`src/logic/controlPkg.sv`:
```
// Control unit shared types
package controlPkg;

	// ------------------------------------------------------------
	// widths
	// ------------------------------------------------------------
	localparam int instrWidth   = 8;  // one instruction byte
	localparam int counterWidth = 16; // free-running cycle count

	typedef logic [instrWidth-1:0]   instr_t;
	typedef logic [counterWidth-1:0] cycleCount_t;

	// ------------------------------------------------------------
	// decoded instruction and sequencer states
	// ------------------------------------------------------------
	typedef enum logic [3:0] {
		opAdd,
		opSub,
		opNand,
		opShift,
		opOri,
		opLoad,
		opStore,
		opBpz,
		opBz,
		opBnz,
		opStop,
		opNop,
		opUndefined    // includes the old vector encodings
	} opcode_t;

	typedef enum logic [3:0] {
		resetState,
		fetch,
		decode,
		execArith,     // add, sub, nand
		writeBack,     // shared by arith and shift
		execShift,
		oriRead,
		oriExec,
		oriWrite,
		loadRead,
		loadWrite,
		storeExec,
		branchExec,    // all three branches
		halted,
		nopExec
	} state_t;

	// ------------------------------------------------------------
	// datapath control encodings
	// ------------------------------------------------------------
	typedef enum logic [2:0] {
		aluAdd   = 3'd0,
		aluSub   = 3'd1,
		aluOr    = 3'd2,
		aluNand  = 3'd3,
		aluShift = 3'd4
	} aluOp_t;

	typedef enum logic [2:0] {
		srcReg       = 3'd0,
		srcOne       = 3'd1, // pc increment
		srcBranchImm = 3'd2,
		srcOriImm    = 3'd3,
		srcShiftImm  = 3'd4
	} aluSrc2_t;

	typedef struct packed {
		logic     pcWrite;
		logic     addrSel;
		logic     memRead;
		logic     memWrite;
		logic     irLoad;
		logic     r1Sel;
		logic     mdrLoad;
		logic     r1r2Load;
		logic     alu1;
		aluSrc2_t alu2;
		aluOp_t   aluOp;
		logic     aluOutWrite;
		logic     rfWrite;
		logic     regIn;
		logic     flagWrite;
	} controlWord_t;

	localparam controlWord_t idleControl = '0; // nothing written, nothing read

endpackage

```
`src/logic/instrDecoder.sv`:
```
// Instruction byte decoder
`timescale 1ns/1ps

module instrDecoder
(
	input  controlPkg::instr_t  instr,
	output controlPkg::opcode_t opcode
);
	import controlPkg::*;

	logic [3:0] lowNibble;
	logic [2:0] lowThree;

	assign lowNibble = instr[3:0];
	assign lowThree  = instr[2:0];

	// ------------------------------------------------------------
	// priority decode, first match wins
	// ------------------------------------------------------------
	always_comb
	begin
		if (lowNibble == 4'b0100)
			opcode = opAdd;
		else if (lowNibble == 4'b0110)
			opcode = opSub;
		else if (lowNibble == 4'b1000)
			opcode = opNand;
		else if (lowThree == 3'b011)
			opcode = opShift;  // shift amount in upper bits
		else if (lowThree == 3'b111)
			opcode = opOri;    // 5-bit immediate above
		else if (lowNibble == 4'b0000)
			opcode = opLoad;
		else if (lowNibble == 4'b0010)
			opcode = opStore;
		else if (lowNibble == 4'b1101)
			opcode = opBpz;
		else if (lowNibble == 4'b0101)
			opcode = opBz;
		else if (lowNibble == 4'b1001)
			opcode = opBnz;
		else if (instr == 8'b0000_0001)
			opcode = opStop;
		else if (instr == 8'b1000_0001)
			opcode = opNop;
		else
			opcode = opUndefined; // vector patterns land here too
	end

endmodule

```
`src/logic/stateSequencer.sv`:
```
// Multi-cycle state sequencer
`timescale 1ns/1ps

module stateSequencer
(
	input  logic                    clock,
	input  logic                    reset,
	input  controlPkg::opcode_t     opcode,
	output controlPkg::state_t      state,
	output controlPkg::cycleCount_t cycleCount
);
	import controlPkg::*;

	state_t nextState;

	// ------------------------------------------------------------
	// next-state logic
	// ------------------------------------------------------------
	always_comb
	begin
		nextState = state;
		case (state)
			resetState: nextState = fetch;
			fetch:      nextState = decode;
			decode:
			begin
				case (opcode)
					opAdd, opSub, opNand: nextState = execArith;
					opShift:              nextState = execShift;
					opOri:                nextState = oriRead;
					opLoad:               nextState = loadRead;
					opStore:              nextState = storeExec;
					opBpz, opBz, opBnz:   nextState = branchExec;
					opNop:                nextState = nopExec;
					opStop:               nextState = halted;
					default:              nextState = resetState; // undefined byte
				endcase
			end
			execArith:  nextState = writeBack;
			execShift:  nextState = writeBack;
			oriRead:    nextState = oriExec;
			oriExec:    nextState = oriWrite;
			loadRead:   nextState = loadWrite;

			// last cycle of each instruction
			writeBack,
			oriWrite,
			loadWrite,
			storeExec,
			branchExec,
			nopExec:    nextState = fetch;

			halted:     nextState = halted; // only reset leaves
			default:    nextState = resetState;
		endcase
	end

	// ------------------------------------------------------------
	// state register and cycle counter
	// ------------------------------------------------------------
	always_ff @(posedge clock or posedge reset)
	begin
		if (reset)
		begin
			state      <= resetState;
			cycleCount <= '0;
		end
		else
		begin
			state <= nextState;
			if (nextState != halted)
				cycleCount <= cycleCount + 1'b1; // frozen from halt entry on
		end
	end

endmodule

```
`src/logic/controlDecoder.sv`:
```
// Control word decoder
`timescale 1ns/1ps

module controlDecoder
(
	input  controlPkg::state_t       state,
	input  controlPkg::opcode_t      opcode,
	input  logic                     n,
	input  logic                     z,
	output controlPkg::controlWord_t control
);
	import controlPkg::*;

	// ------------------------------------------------------------
	// per-state control fields, everything else stays idle
	// ------------------------------------------------------------
	always_comb
	begin
		control = idleControl;
		case (state)
			fetch:
			begin
				control.pcWrite = 1'b1;   // pc <- pc + 1
				control.addrSel = 1'b1;   // address from pc
				control.memRead = 1'b1;
				control.irLoad  = 1'b1;
				control.alu2    = srcOne;
			end
			decode:
			begin
				control.r1r2Load = 1'b1;  // read both operands
			end
			execArith:
			begin
				control.alu1        = 1'b1;
				control.aluOutWrite = 1'b1;
				control.flagWrite   = 1'b1;
				case (opcode)
					opSub:   control.aluOp = aluSub;
					opNand:  control.aluOp = aluNand;
					default: control.aluOp = aluAdd;
				endcase
			end
			execShift:
			begin
				control.alu1        = 1'b1;
				control.alu2        = srcShiftImm;
				control.aluOp       = aluShift;
				control.aluOutWrite = 1'b1;
				control.flagWrite   = 1'b1;
			end
			writeBack:
			begin
				control.rfWrite = 1'b1;   // alu result to register
			end
			oriRead:
			begin
				control.r1Sel    = 1'b1;  // implicit k1 register
				control.r1r2Load = 1'b1;
			end
			oriExec:
			begin
				control.alu1        = 1'b1;
				control.alu2        = srcOriImm;
				control.aluOp       = aluOr;
				control.aluOutWrite = 1'b1;
				control.flagWrite   = 1'b1;
			end
			oriWrite:
			begin
				control.r1Sel   = 1'b1;
				control.rfWrite = 1'b1;
			end
			loadRead:
			begin
				control.memRead = 1'b1;
				control.mdrLoad = 1'b1;
			end
			loadWrite:
			begin
				control.aluOutWrite = 1'b1;
				control.rfWrite     = 1'b1;
				control.regIn       = 1'b1; // mdr to register file
			end
			storeExec:
			begin
				control.memWrite = 1'b1;
			end
			branchExec:
			begin
				control.alu2 = srcBranchImm; // pc + offset
				case (opcode)
					opBpz:   control.pcWrite = ~n;
					opBz:    control.pcWrite = z;
					opBnz:   control.pcWrite = ~z;
					default: control.pcWrite = 1'b0;
				endcase
			end

			// resetState, halted and nopExec issue no work
			default:
			begin
				control = idleControl;
			end
		endcase
	end

endmodule

```
`src/logic/controlUnit.sv`:
```
// Processor control unit top
`timescale 1ns/1ps

module controlUnit
(
	input  logic                     clock,
	input  logic                     reset,
	input  controlPkg::instr_t       instr,
	input  logic                     n,
	input  logic                     z,
	output controlPkg::controlWord_t control,
	output controlPkg::cycleCount_t  cycleCount
);
	import controlPkg::*;

	opcode_t opcode; // decoded from the held instruction
	state_t  state;

	// ------------------------------------------------------------
	// decode, sequence, drive
	// ------------------------------------------------------------
	instrDecoder i_instrDecoder
	(
		.instr  (instr),
		.opcode (opcode)
	);

	stateSequencer i_stateSequencer
	(
		.clock      (clock),
		.reset      (reset),
		.opcode     (opcode),
		.state      (state),
		.cycleCount (cycleCount)
	);

	controlDecoder i_controlDecoder
	(
		.state   (state),
		.opcode  (opcode),
		.n       (n),
		.z       (z),
		.control (control)
	);

endmodule

```
`config.mk`:
```
export PLATFORM = sky130hd
export DESIGN_NAME = controlUnit
export DESIGN_NICKNAME = d
export VERILOG_FILES = /design/src/logic/controlPkg.sv /design/src/logic/instrDecoder.sv /design/src/logic/stateSequencer.sv /design/src/logic/controlDecoder.sv /design/src/logic/controlUnit.sv
export SDC_FILE = /design/constraint.sdc
export NUM_CORES = 1
export LEC_CHECK = 0
export BUFFER_PORTS_ARGS = -buffer_cell sky130_fd_sc_hd__buf_2
export CELL_PAD_IN_SITES_DETAIL_PLACEMENT = 1
export CELL_PAD_IN_SITES_GLOBAL_PLACEMENT = 1
export CORE_MARGIN = 4
export CORE_UTILIZATION = 38
export DETAILED_ROUTE_END_ITERATION = 6
export GPL_TIMING_DRIVEN = 0
export PLACE_DENSITY = 0.79
export SLEW_MARGIN = 5
export SYNTH_ARGS = -nofsm -noshare
export SYNTH_HDL_FRONTEND = slang
export SYNTH_SLANG_ARGS = --single-unit
```
`constraint.sdc`:
```
create_clock -name clock -period 2.25 [get_ports clock]
set_input_delay 0.225 -clock clock [delete_from_list [all_inputs] [get_ports clock]]
set_output_delay 0.225 -clock clock [all_outputs]
set_load 0.005 [all_outputs]
```
* Yosys cells after proc, flatten, opt, wreduce, memory -nomap -nowiden
Memory sizes are Yosys's and may differ from the RTL's. Cells that the tools add are included.
Operators by class: $add $sub $neg 1, $mul 0, divide/modulo/power cells 0, magnitude comparators 0, equal/unequal tests 31, shifts and indexed selects 0, mux-type cells 28, bitwise gates (word level) 2, reductions and logical operators 10
Operators with widths (number):
- $eq 4x4->1 const B | 12
- $mux 4 | 11
- $eq 4x3->1 const B | 8
- $pmux 4 s8 | 1
- $add 16x1->16 const B | 1
- $eq 4x2->1 const B | 4
- $pmux 3 s4 | 1
- $mux 1 | 10
- $pmux 3 s3 | 1
- $eq 4x1->1 const B | 2
- $eq 8x1->1 const B | 1
- $eq 8x8->1 const B | 1
- $logic_not 4->1 | 2
- $reduce_or 2->1 | 4
- $reduce_or 7->1 | 1
- $reduce_or 3->1 | 2
- $ne 4x4->1 const B | 1
- $pmux 2 s2 | 1
- $reduce_or 4->1 | 1
- $eq 3x2->1 const B | 1
- $eq 3x3->1 const B | 1
- $mux 3 | 1
- $pmux 1 s3 | 1
- $not 1->1 | 2
- $pmux 1 s2 | 1
Storage, ports and cells: bits in registers 20, bits in latches 0, RAM bits 0, ROM bits 64, bits of input ports 12, output and inout port bits 35, word-level logic and storage cells 75, memories 1
Memory list:
- (name not given) | depth 16, bits a word 4, read ports 1, clocked after memory_dff 0, wr ports 0, line stateSequencer.sv:27 | case (opcode)

* Logic depth before layout (Yosys ltp)
Gate-level depths: netlist of run 1.
depth in word-level cells 16, gate-level depth with buffers 16, gate-level depth less buffers 14

* By module
Synthesis of run 1 repeated with hierarchy kept, for this count alone.
Unflattened totals: cells, all modules 183, area, all modules 1594.0 um^2
By module, submodules not included:
- stateSequencer | times used 1, cells each 111, area each 1126.1 um^2, seq. area each 500.5 um^2
- controlDecoder | times used 1, cells each 47, area each 306.5 um^2, seq. area each 0.0 um^2
- instrDecoder | times used 1, cells each 25, area each 161.4 um^2, seq. area each 0.0 um^2

* Least setup slack after synthesis of run 1
No wires, ideal clock.
path kind input-to-reg, from in instr[0], to reg i_stateSequencer.cycleCount[3], arrival 2.484 ns, required time 2.124 ns, setup slack -0.360 ns, stages 15, path through buf_6 > clkbuf_1 > a21oi_1 > nor2_1 > a21oi_1 > nor2_1 > a31o_2 > ha_1 > nor2b_1 > o21ai_0 > a21boi_0 > o31ai_1 > nand3_2 > and4_1 > xor2_1
On the way: cells in the longest elaborated chain, start to end 16, elaborated cells between the ends (all ways) 27, those cells by class eq/ne (12); mux (13); reduce/logical (1); memory (1)
RTL lines:
- from (decl) | line controlUnit.sv:8 | input controlPkg::instr_t instr,
- $eq 8x8->1 | line instrDecoder.sv:44 | else if (instr == 8'b1000_0001)
- $mux 3 | line instrDecoder.sv:44
- $mux 4 | line instrDecoder.sv:42 | else if (instr == 8'b0000_0001)
- $mux 4 | line instrDecoder.sv:40 | else if (lowNibble == 4'b1001)
- $mux 4 | line instrDecoder.sv:38 | else if (lowNibble == 4'b0101)
- $mux 4 | line instrDecoder.sv:36 | else if (lowNibble == 4'b1101)
- $mux 4 | line instrDecoder.sv:34 | else if (lowNibble == 4'b0010)
- $mux 4 | line instrDecoder.sv:32 | else if (lowNibble == 4'b0000)
- $mux 4 | line instrDecoder.sv:30 | else if (lowThree == 3'b111)
- $mux 4 | line instrDecoder.sv:28 | else if (lowThree == 3'b011)
- $mux 4 | line instrDecoder.sv:26 | else if (lowNibble == 4'b1000)
- $mux 4 | line instrDecoder.sv:24 | else if (lowNibble == 4'b0110)
- $mux 4 (*) | line instrDecoder.sv:22 | if (lowNibble == 4'b0100)
- $mem_v2 16x4 (*)
- $pmux 4 s8 (*) | line stateSequencer.sv:22 | case (state)
- $ne 4x4->1 (*) | line stateSequencer.sv:71 | if (nextState != halted)
- to (signal assigned) | line stateSequencer.sv:72 | cycleCount <= cycleCount + 1'b1;
- to (decl) | line stateSequencer.sv:10 | output controlPkg::cycleCount_t cycleCount
Every way passes the cells marked *; elsewhere a longest branch is shown, timed or not. A chain may end at the register's enable or synchronous reset.

* Worst setup path in the final report of run 1
from in instr[0], to reg i_stateSequencer.cycleCount[1]
The elaborated chain is that of the path after synthesis.

==> results of run 1 <==
sequential cells by signal (all words and copies together), names as in the netlist:
name and cells:
i_stateSequencer.cycleCount 16, i_stateSequencer.state 4
layout by cell type, fill, tap and decap left out, types with 2 or more instances in the layout:
cell,instances
nor3_1,5
nand3b_1,3
nand4_1,7
buf_2,45
clkbuf_8,4
a22oi_1,2
ha_1,2
inv_1,5
o22ai_1,2
o21bai_1,2
mux2i_1,2
nand2b_1,6
mux2_2,2
xor2_1,4
xnor2_1,13
a31oi_1,3
a21oi_2,2
buf_4,16
o21ai_1,2
and3_1,3
nand2_1,17
nand4_2,2
dfrtp_1,20
o21ai_0,2
a21oi_1,4
inv_2,2
nor2_1,31
ha_4,2
and3_2,2
nand3_1,2
or3_1,2
buf_6,8
cell families after synthesis:
group                    after synthesis
AND/OR/NAND/NOR                       93
AO/OA/AOI/OAI                         36
buffers and inverters                 21
flip-flops                            20
XOR/XNOR                              17
adder cells (fa/ha/maj)                5
multiplexers                           4
final timing paths:
kind,from,endpoint
worst min register to register,i_stateSequencer.cycleCount[15]$_DFFE_PP0P_,i_stateSequencer.cycleCount[15]$_DFFE_PP0P_
min in group clock,instr[6],i_stateSequencer.state[3]$_DFF_PP0_
max in group asynchronous,reset,i_stateSequencer.cycleCount[7]$_DFFE_PP0P_
worst min-delay path,reset,i_stateSequencer.cycleCount[14]$_DFFE_PP0P_
worst max-delay path,instr[0],i_stateSequencer.cycleCount[1]$_DFFE_PP0P_
worst max register to register,i_stateSequencer.state[3]$_DFF_PP0_,i_stateSequencer.cycleCount[1]$_DFFE_PP0P_
per-stage QoR:
stage / worst slack [ps] / setup TNS [ps] / power (mW)
floorplan: -187 / -2220 / 1.28
global placement: -648 / -9680 / 1.63
detailed placement: -724 / -10890 / 1.67
CTS: -145 / -995 / 2.01
global route: -273 / -3870 / 2.20
finish: -182 / -1750 / 2.01
report_power, final:
part | total [mW] | internal, mW | switching, mW
sequential | 0.579 | 0.463 | 0.115
clock | 0.271 | 0.156 | 0.115
combinational | 1.16 | 0.542 | 0.617
repair_timing:
| action | 4_1_cts | 5_1_grt |
|---|---|---|
| pin swaps | 13 | 7 |
| resized for setup | 20 | 3 |
| setup endpoints to repair | 17 | 18 |
| cloned | 0 | 0 |
| buffers inserted | 9 | 5 |
worst register-to-register path: stages, from the launching register on:
cell and delay (ps):
dfrtp_1 360, clkbuf_1 350, inv_1 170, o22ai_1 250, nor3_1 120, nor4b_4 330, nand3_2 150, buf_6 160
mux2_2 280
cell type report:
type / instances / area (µm²)
Clock buffer: 4 / 55.1
Timing Repair Buffer: 59 / 354
Fill cell: 505 / 1860
Multi-Input combinational cell: 155 / 1100
Inverter: 7 / 26.3
Tap cell: 50 / 62.6
Buffer: 13 / 130
Sequential cell: 20 / 500
routing by layer:
layer  vias up  part of all wire, %  wire (µm)  GRT usage, %
met4         0                 0.84         41          3.42
met3         6                  4.1        199          3.15
met5         -                    0          0             0
li1        808                    -          -             -
met1       813                   44       2120          26.0
met2        32                   51       2510          32.7
==> metrics.txt, run 1 <==
status complete, but fails checks; failing checks setup timing; worst vdd ir 780 µV; Final nets about 280; drt via density around 5.4; WP data required between 2000 and 2500 ps; fin crit share 108%; r2r setup slk -30 ps; DP HPWL approximately 3500 µm; Hold Path Class primary input to asynchronous set/reset pin; Compound-Gate Fraction of Synth Area roughly 15%; Hold Slack between 80 and 90 ps; Adder-Cell Fraction of Synth Area under 10%; critical path peak fanout 5; largest net degree at the start of global routing 21; drt total wl just under 5000 µm; post-route cell area approximately 2200 µm²; CP Buf/Inv Count 4; cells after synthesis ~200; final setup vio count 17; largest family of logic cells by synthesized area simple AND/OR/NAND/NOR gates; DRT Pass-1 Iters 4; diodes inserted 0; pwr dens between 800 and 900 nW/µm²; Slew Limit Headroom 50.3%; top-level I/O count 47; antenna violations before repair 0; RSZ-0062 raised after global routing yes; core box area about 4000 µm²; slowest CP cell mux2_2; max-slew violations 0; R2R cell count 8; Mapped Area roughly 1600 µm²; Worst Skew roughly 3.2 ps; syn_nets between 200 and 250; Async S/R FF share, synth 100%; max incr delay on CP roughly 340 ps; top cell type's share of synthesized area 30.6%; P_leak around 1.1 nW; setup ws final -182 ps; Num CTS Buffers 3; port bufs 45; EDFF count, synth 0; YS warnings 0; CP dominant cell by count nor2_1; Die Footprint approximately 5400 µm²; mux cell area share after synthesis 2.60%; slew at the pin closest to its max-slew limit 744 ps; Synth Flop Type dfrtp_1; Non-Filler Instances between 300 and 400; Routed Antenna Nets 0; clock root buffer clkbuf_8; CTS max path bufs 2; cell type with the highest aggregate area in the netlist dfrtp_1; number of global-route vias before repair between 1500 and 2000; First DRT Iteration DRCs 57; maximum clock rate approximately 410 MHz; Worst EP arrival 2570 ps; Hold Vio Cnt, Final 0; vias 1659; gpl congestion slightly below 0.8; layout cells sized above 1 40.3%; min Tclk post-route about 2400 ps; per-cell routed wire length between 15 and 20 µm; # H-tree levels 1; CTS Hold Bufs 0; Critical Path Source Type primary input; CTS tree done; Initial Util 40.0%; top cells by count, synth nor2_1, dfrtp_1, nand2_1; crit path cell chain buf_12 > clkbuf_16 > a21oi_2 > nor2_1 > a21oi_1 > nor2_1 > a31o_2 > buf_4 > ha_4 > o32a_1 > a31oi_2 > nor4b_4 > nand3_2 > buf_6 > mux2_2; Synth Register Bits 20; Area contributors post-synth dfrtp_1, nor2_1, xnor2_1; area growth from synthesis to layout 36.5%; Syn Area/Cell roughly 8.3 µm²; number of cells on the critical path 15; Clock transition at path regs 70 ps; top-count cell post-synth nor2_1; Area after DPL between 1500 and 2000 µm²; dpl cells roughly 290; critical path class primary input to flop; die width 73.6 µm; Core Util, Final between 50% and 60%; simple-gate share of the synthesized area a little under a third; Synth Area in XOR/XNOR a little under a tenth; Clock Sinks 20; Site Rows 23; Die Span Y 73.6 µm; Worst setup EP type flop; first-pass GRT wire length ~8300 µm; synth unique cells 52; grt ovf 0; Total GRT Usage about a fifth; Seq/Total Area, Yosys between 30 and 40%; Crit path max-delay family compound AO/OA/AOI/OAI gates; max-cap violations 0; DRC Markers 0; clock latency at the later pin of the worst-skew pair roughly 260 ps
Note: power is estimated with default switching activity, not from simulation.
==> run 2: changes to the inputs <==
clock period = 2.7 ns   (was 2.25 ns; I/O delays follow)
==> run 2 against run 1 <==
Effect of this change: the run now ends clean; cell area fell by 7.6%; cell count down 3.2%; critical path depth is the same; worst hold slack improved by 54 ps; combinational power decreased by 22%; register-to-register slack better by 430 ps; non-clock buffer count decreased by 10; first-iteration DRC count decreased by 21%; global-route usage down 3.2 points; critical path type unchanged; largest power group unchanged.
==> metrics.txt, run 2 (synthesis results as in run 1) <==
status completed; DP HPWL between 3000 and 4000 µm; port bufs between 40 and 50; pre-CTS WS -347 ps; Clock Sinks 20; Clock transition at path regs 70 ps; Routed Antenna Nets 0; setup ws final between 100 and 150 ps; CTS max path bufs 2; Critical Path Source Type primary input; max FFs per register 16; DRC Markers 0; Worst setup EP type flop; Site Rows 23; largest net degree at the start of global routing 21; number of global-route vias before repair about 1500; first-pass GRT wire length 6910 µm; P_leak between 1 and 1.5 nW; Hold Path Class primary input to asynchronous set/reset pin; pwr dens just under 800 nW/µm²; DRT Pass-1 Iters 4; max-slew violations 0; Hold Vio Cnt, Final 0; min Tclk post-route 2560 ps; commonest cells after routing, fill and taps aside buf_2, nor2_1, dfrtp_1; Regs by FF count i_stateSequencer.cycleCount (16), i_stateSequencer.state (4); Die Footprint about 5400 µm²; vias approximately 1600; r2r setup slk ~400 ps; CTS tree done; Num CTS Buffers 3; core box area ~4100 µm²; Initial Util between 30% and 40%; Critical R2R Launch i_stateSequencer.state[3]$_DFF_PP0_; area growth from synthesis to layout 26.1%; critical path peak fanout 10; drt total wl about 4500 µm; R2R cell count 8; Final nets roughly 270; per-cell routed wire length between 10 and 15 µm; die width approximately 74 µm; layout cells sized above 1 between 30% and 40%; diodes inserted 0; top-level I/O count between 40 and 50; maximum clock rate slightly below 400 MHz; R2R Path End i_stateSequencer.cycleCount[1]$_DFFE_PP0P_; Worst Skew between 1 and 1.5 ps; grt ovf 0; critical path class primary input to flop; First DRT Iteration DRCs 45; Worst EP arrival 2700 ps; Most flops, register i_stateSequencer.cycleCount; drt via density 5.33; max-cap violations 0; Die Span Y 73.6 µm; Hold Slack 136 ps; most common cell after layout, fill and taps aside buf_2; Setup TNS 0 ps; final setup vio count 0; slew at the pin closest to its max-slew limit 749 ps; CTS Hold Bufs 0; worst vdd ir approximately 440 µV; Total GRT Usage roughly 16%; fin crit share 94.8%; clock root buffer clkbuf_8; clock latency at the later pin of the worst-skew pair about 250 ps; Slew Limit Headroom 50.0%; gpl congestion 0.822; WP data required 2840 ps; # H-tree levels 1; antenna violations before repair 0
==> run 2: final cells by class <==
cell class	instances	area [µm²]
plain buffers	14	106
multi-input cells	155	1060
well taps	50	62.6
inverters	7	26.3
flip-flops and latches	20	500
clock buffers	4	55.1
fillers	508	2030
repair buffers	48	248
==> run 2: per-layer routing <==
metal / wire length [µm] / vias up / track usage [%]
li1: - / 785 / -
met1: 2020 / 759 / 21.1
met2: 2210 / 37 / 27.2
met3: 179 / 6 / 3.15
met4: 56 / 0 / 3.42
met5: 0 / - / 0
==> run 2: repair_timing <==
| item | CTS | global route |
|---|---|---|
| resized for setup | 2 | 14 |
| pin swaps | 1 | 3 |
| setup endpoints to repair | 11 | 17 |
| hold endpoints to repair | 0 | 0 |
| buffers inserted | 0 | 3 |
==> run 2: worst max path at each step <==
stage / from / to / slack, ps / cells past startpoint
3_5_place_dp: instr[0] / i_stateSequencer.cycleCount[3]$_DFFE_PP0P_ / -350 / 15
5_1_grt: instr[2] / i_stateSequencer.cycleCount[1]$_DFFE_PP0P_ / -6 / 16
3_3_place_gp: instr[0] / i_stateSequencer.cycleCount[3]$_DFFE_PP0P_ / -330 / 15
6_report: instr[1] / i_stateSequencer.cycleCount[1]$_DFFE_PP0P_ / 140 / 15
4_1_cts: instr[0] / i_stateSequencer.cycleCount[14]$_DFFE_PP0P_ / 10 / 15
2_1_floorplan: instr[0] / i_stateSequencer.cycleCount[3]$_DFFE_PP0P_ / 40 / 15
==> run 2: metrics by stage <==
step	cell area [µm²]	instances	total power, mW	util, %
finish	2060	298	1.61	50.4
global route	2060	298	1.76	50.4
CTS	1990	295	1.60	48.6
detailed placement	1920	291	1.37	47.0
global placement	1920	291	1.35	47.0
floorplan	1630	196	1.06	-
==> run 2: critical path, cell delays in order <==
cell	delay, ps
buf_2	120
buf_2	180
a21oi_2	120
nor2_1	50
a21oi_1	110
nor2_1	50
a31o_2	250
ha_4	190
nor2b_1	140
o21ai_0	140
a21boi_0	120
o31ai_2	320
nand3_2	190
buf_4	190
mux2_2	260
==> run 2: power breakdown <==
part	switching, mW	total (mW)	internal [mW]
sequential	0.0959	0.482	0.386
combinational	0.487	0.909	0.422
clock	0.0938	0.223	0.130
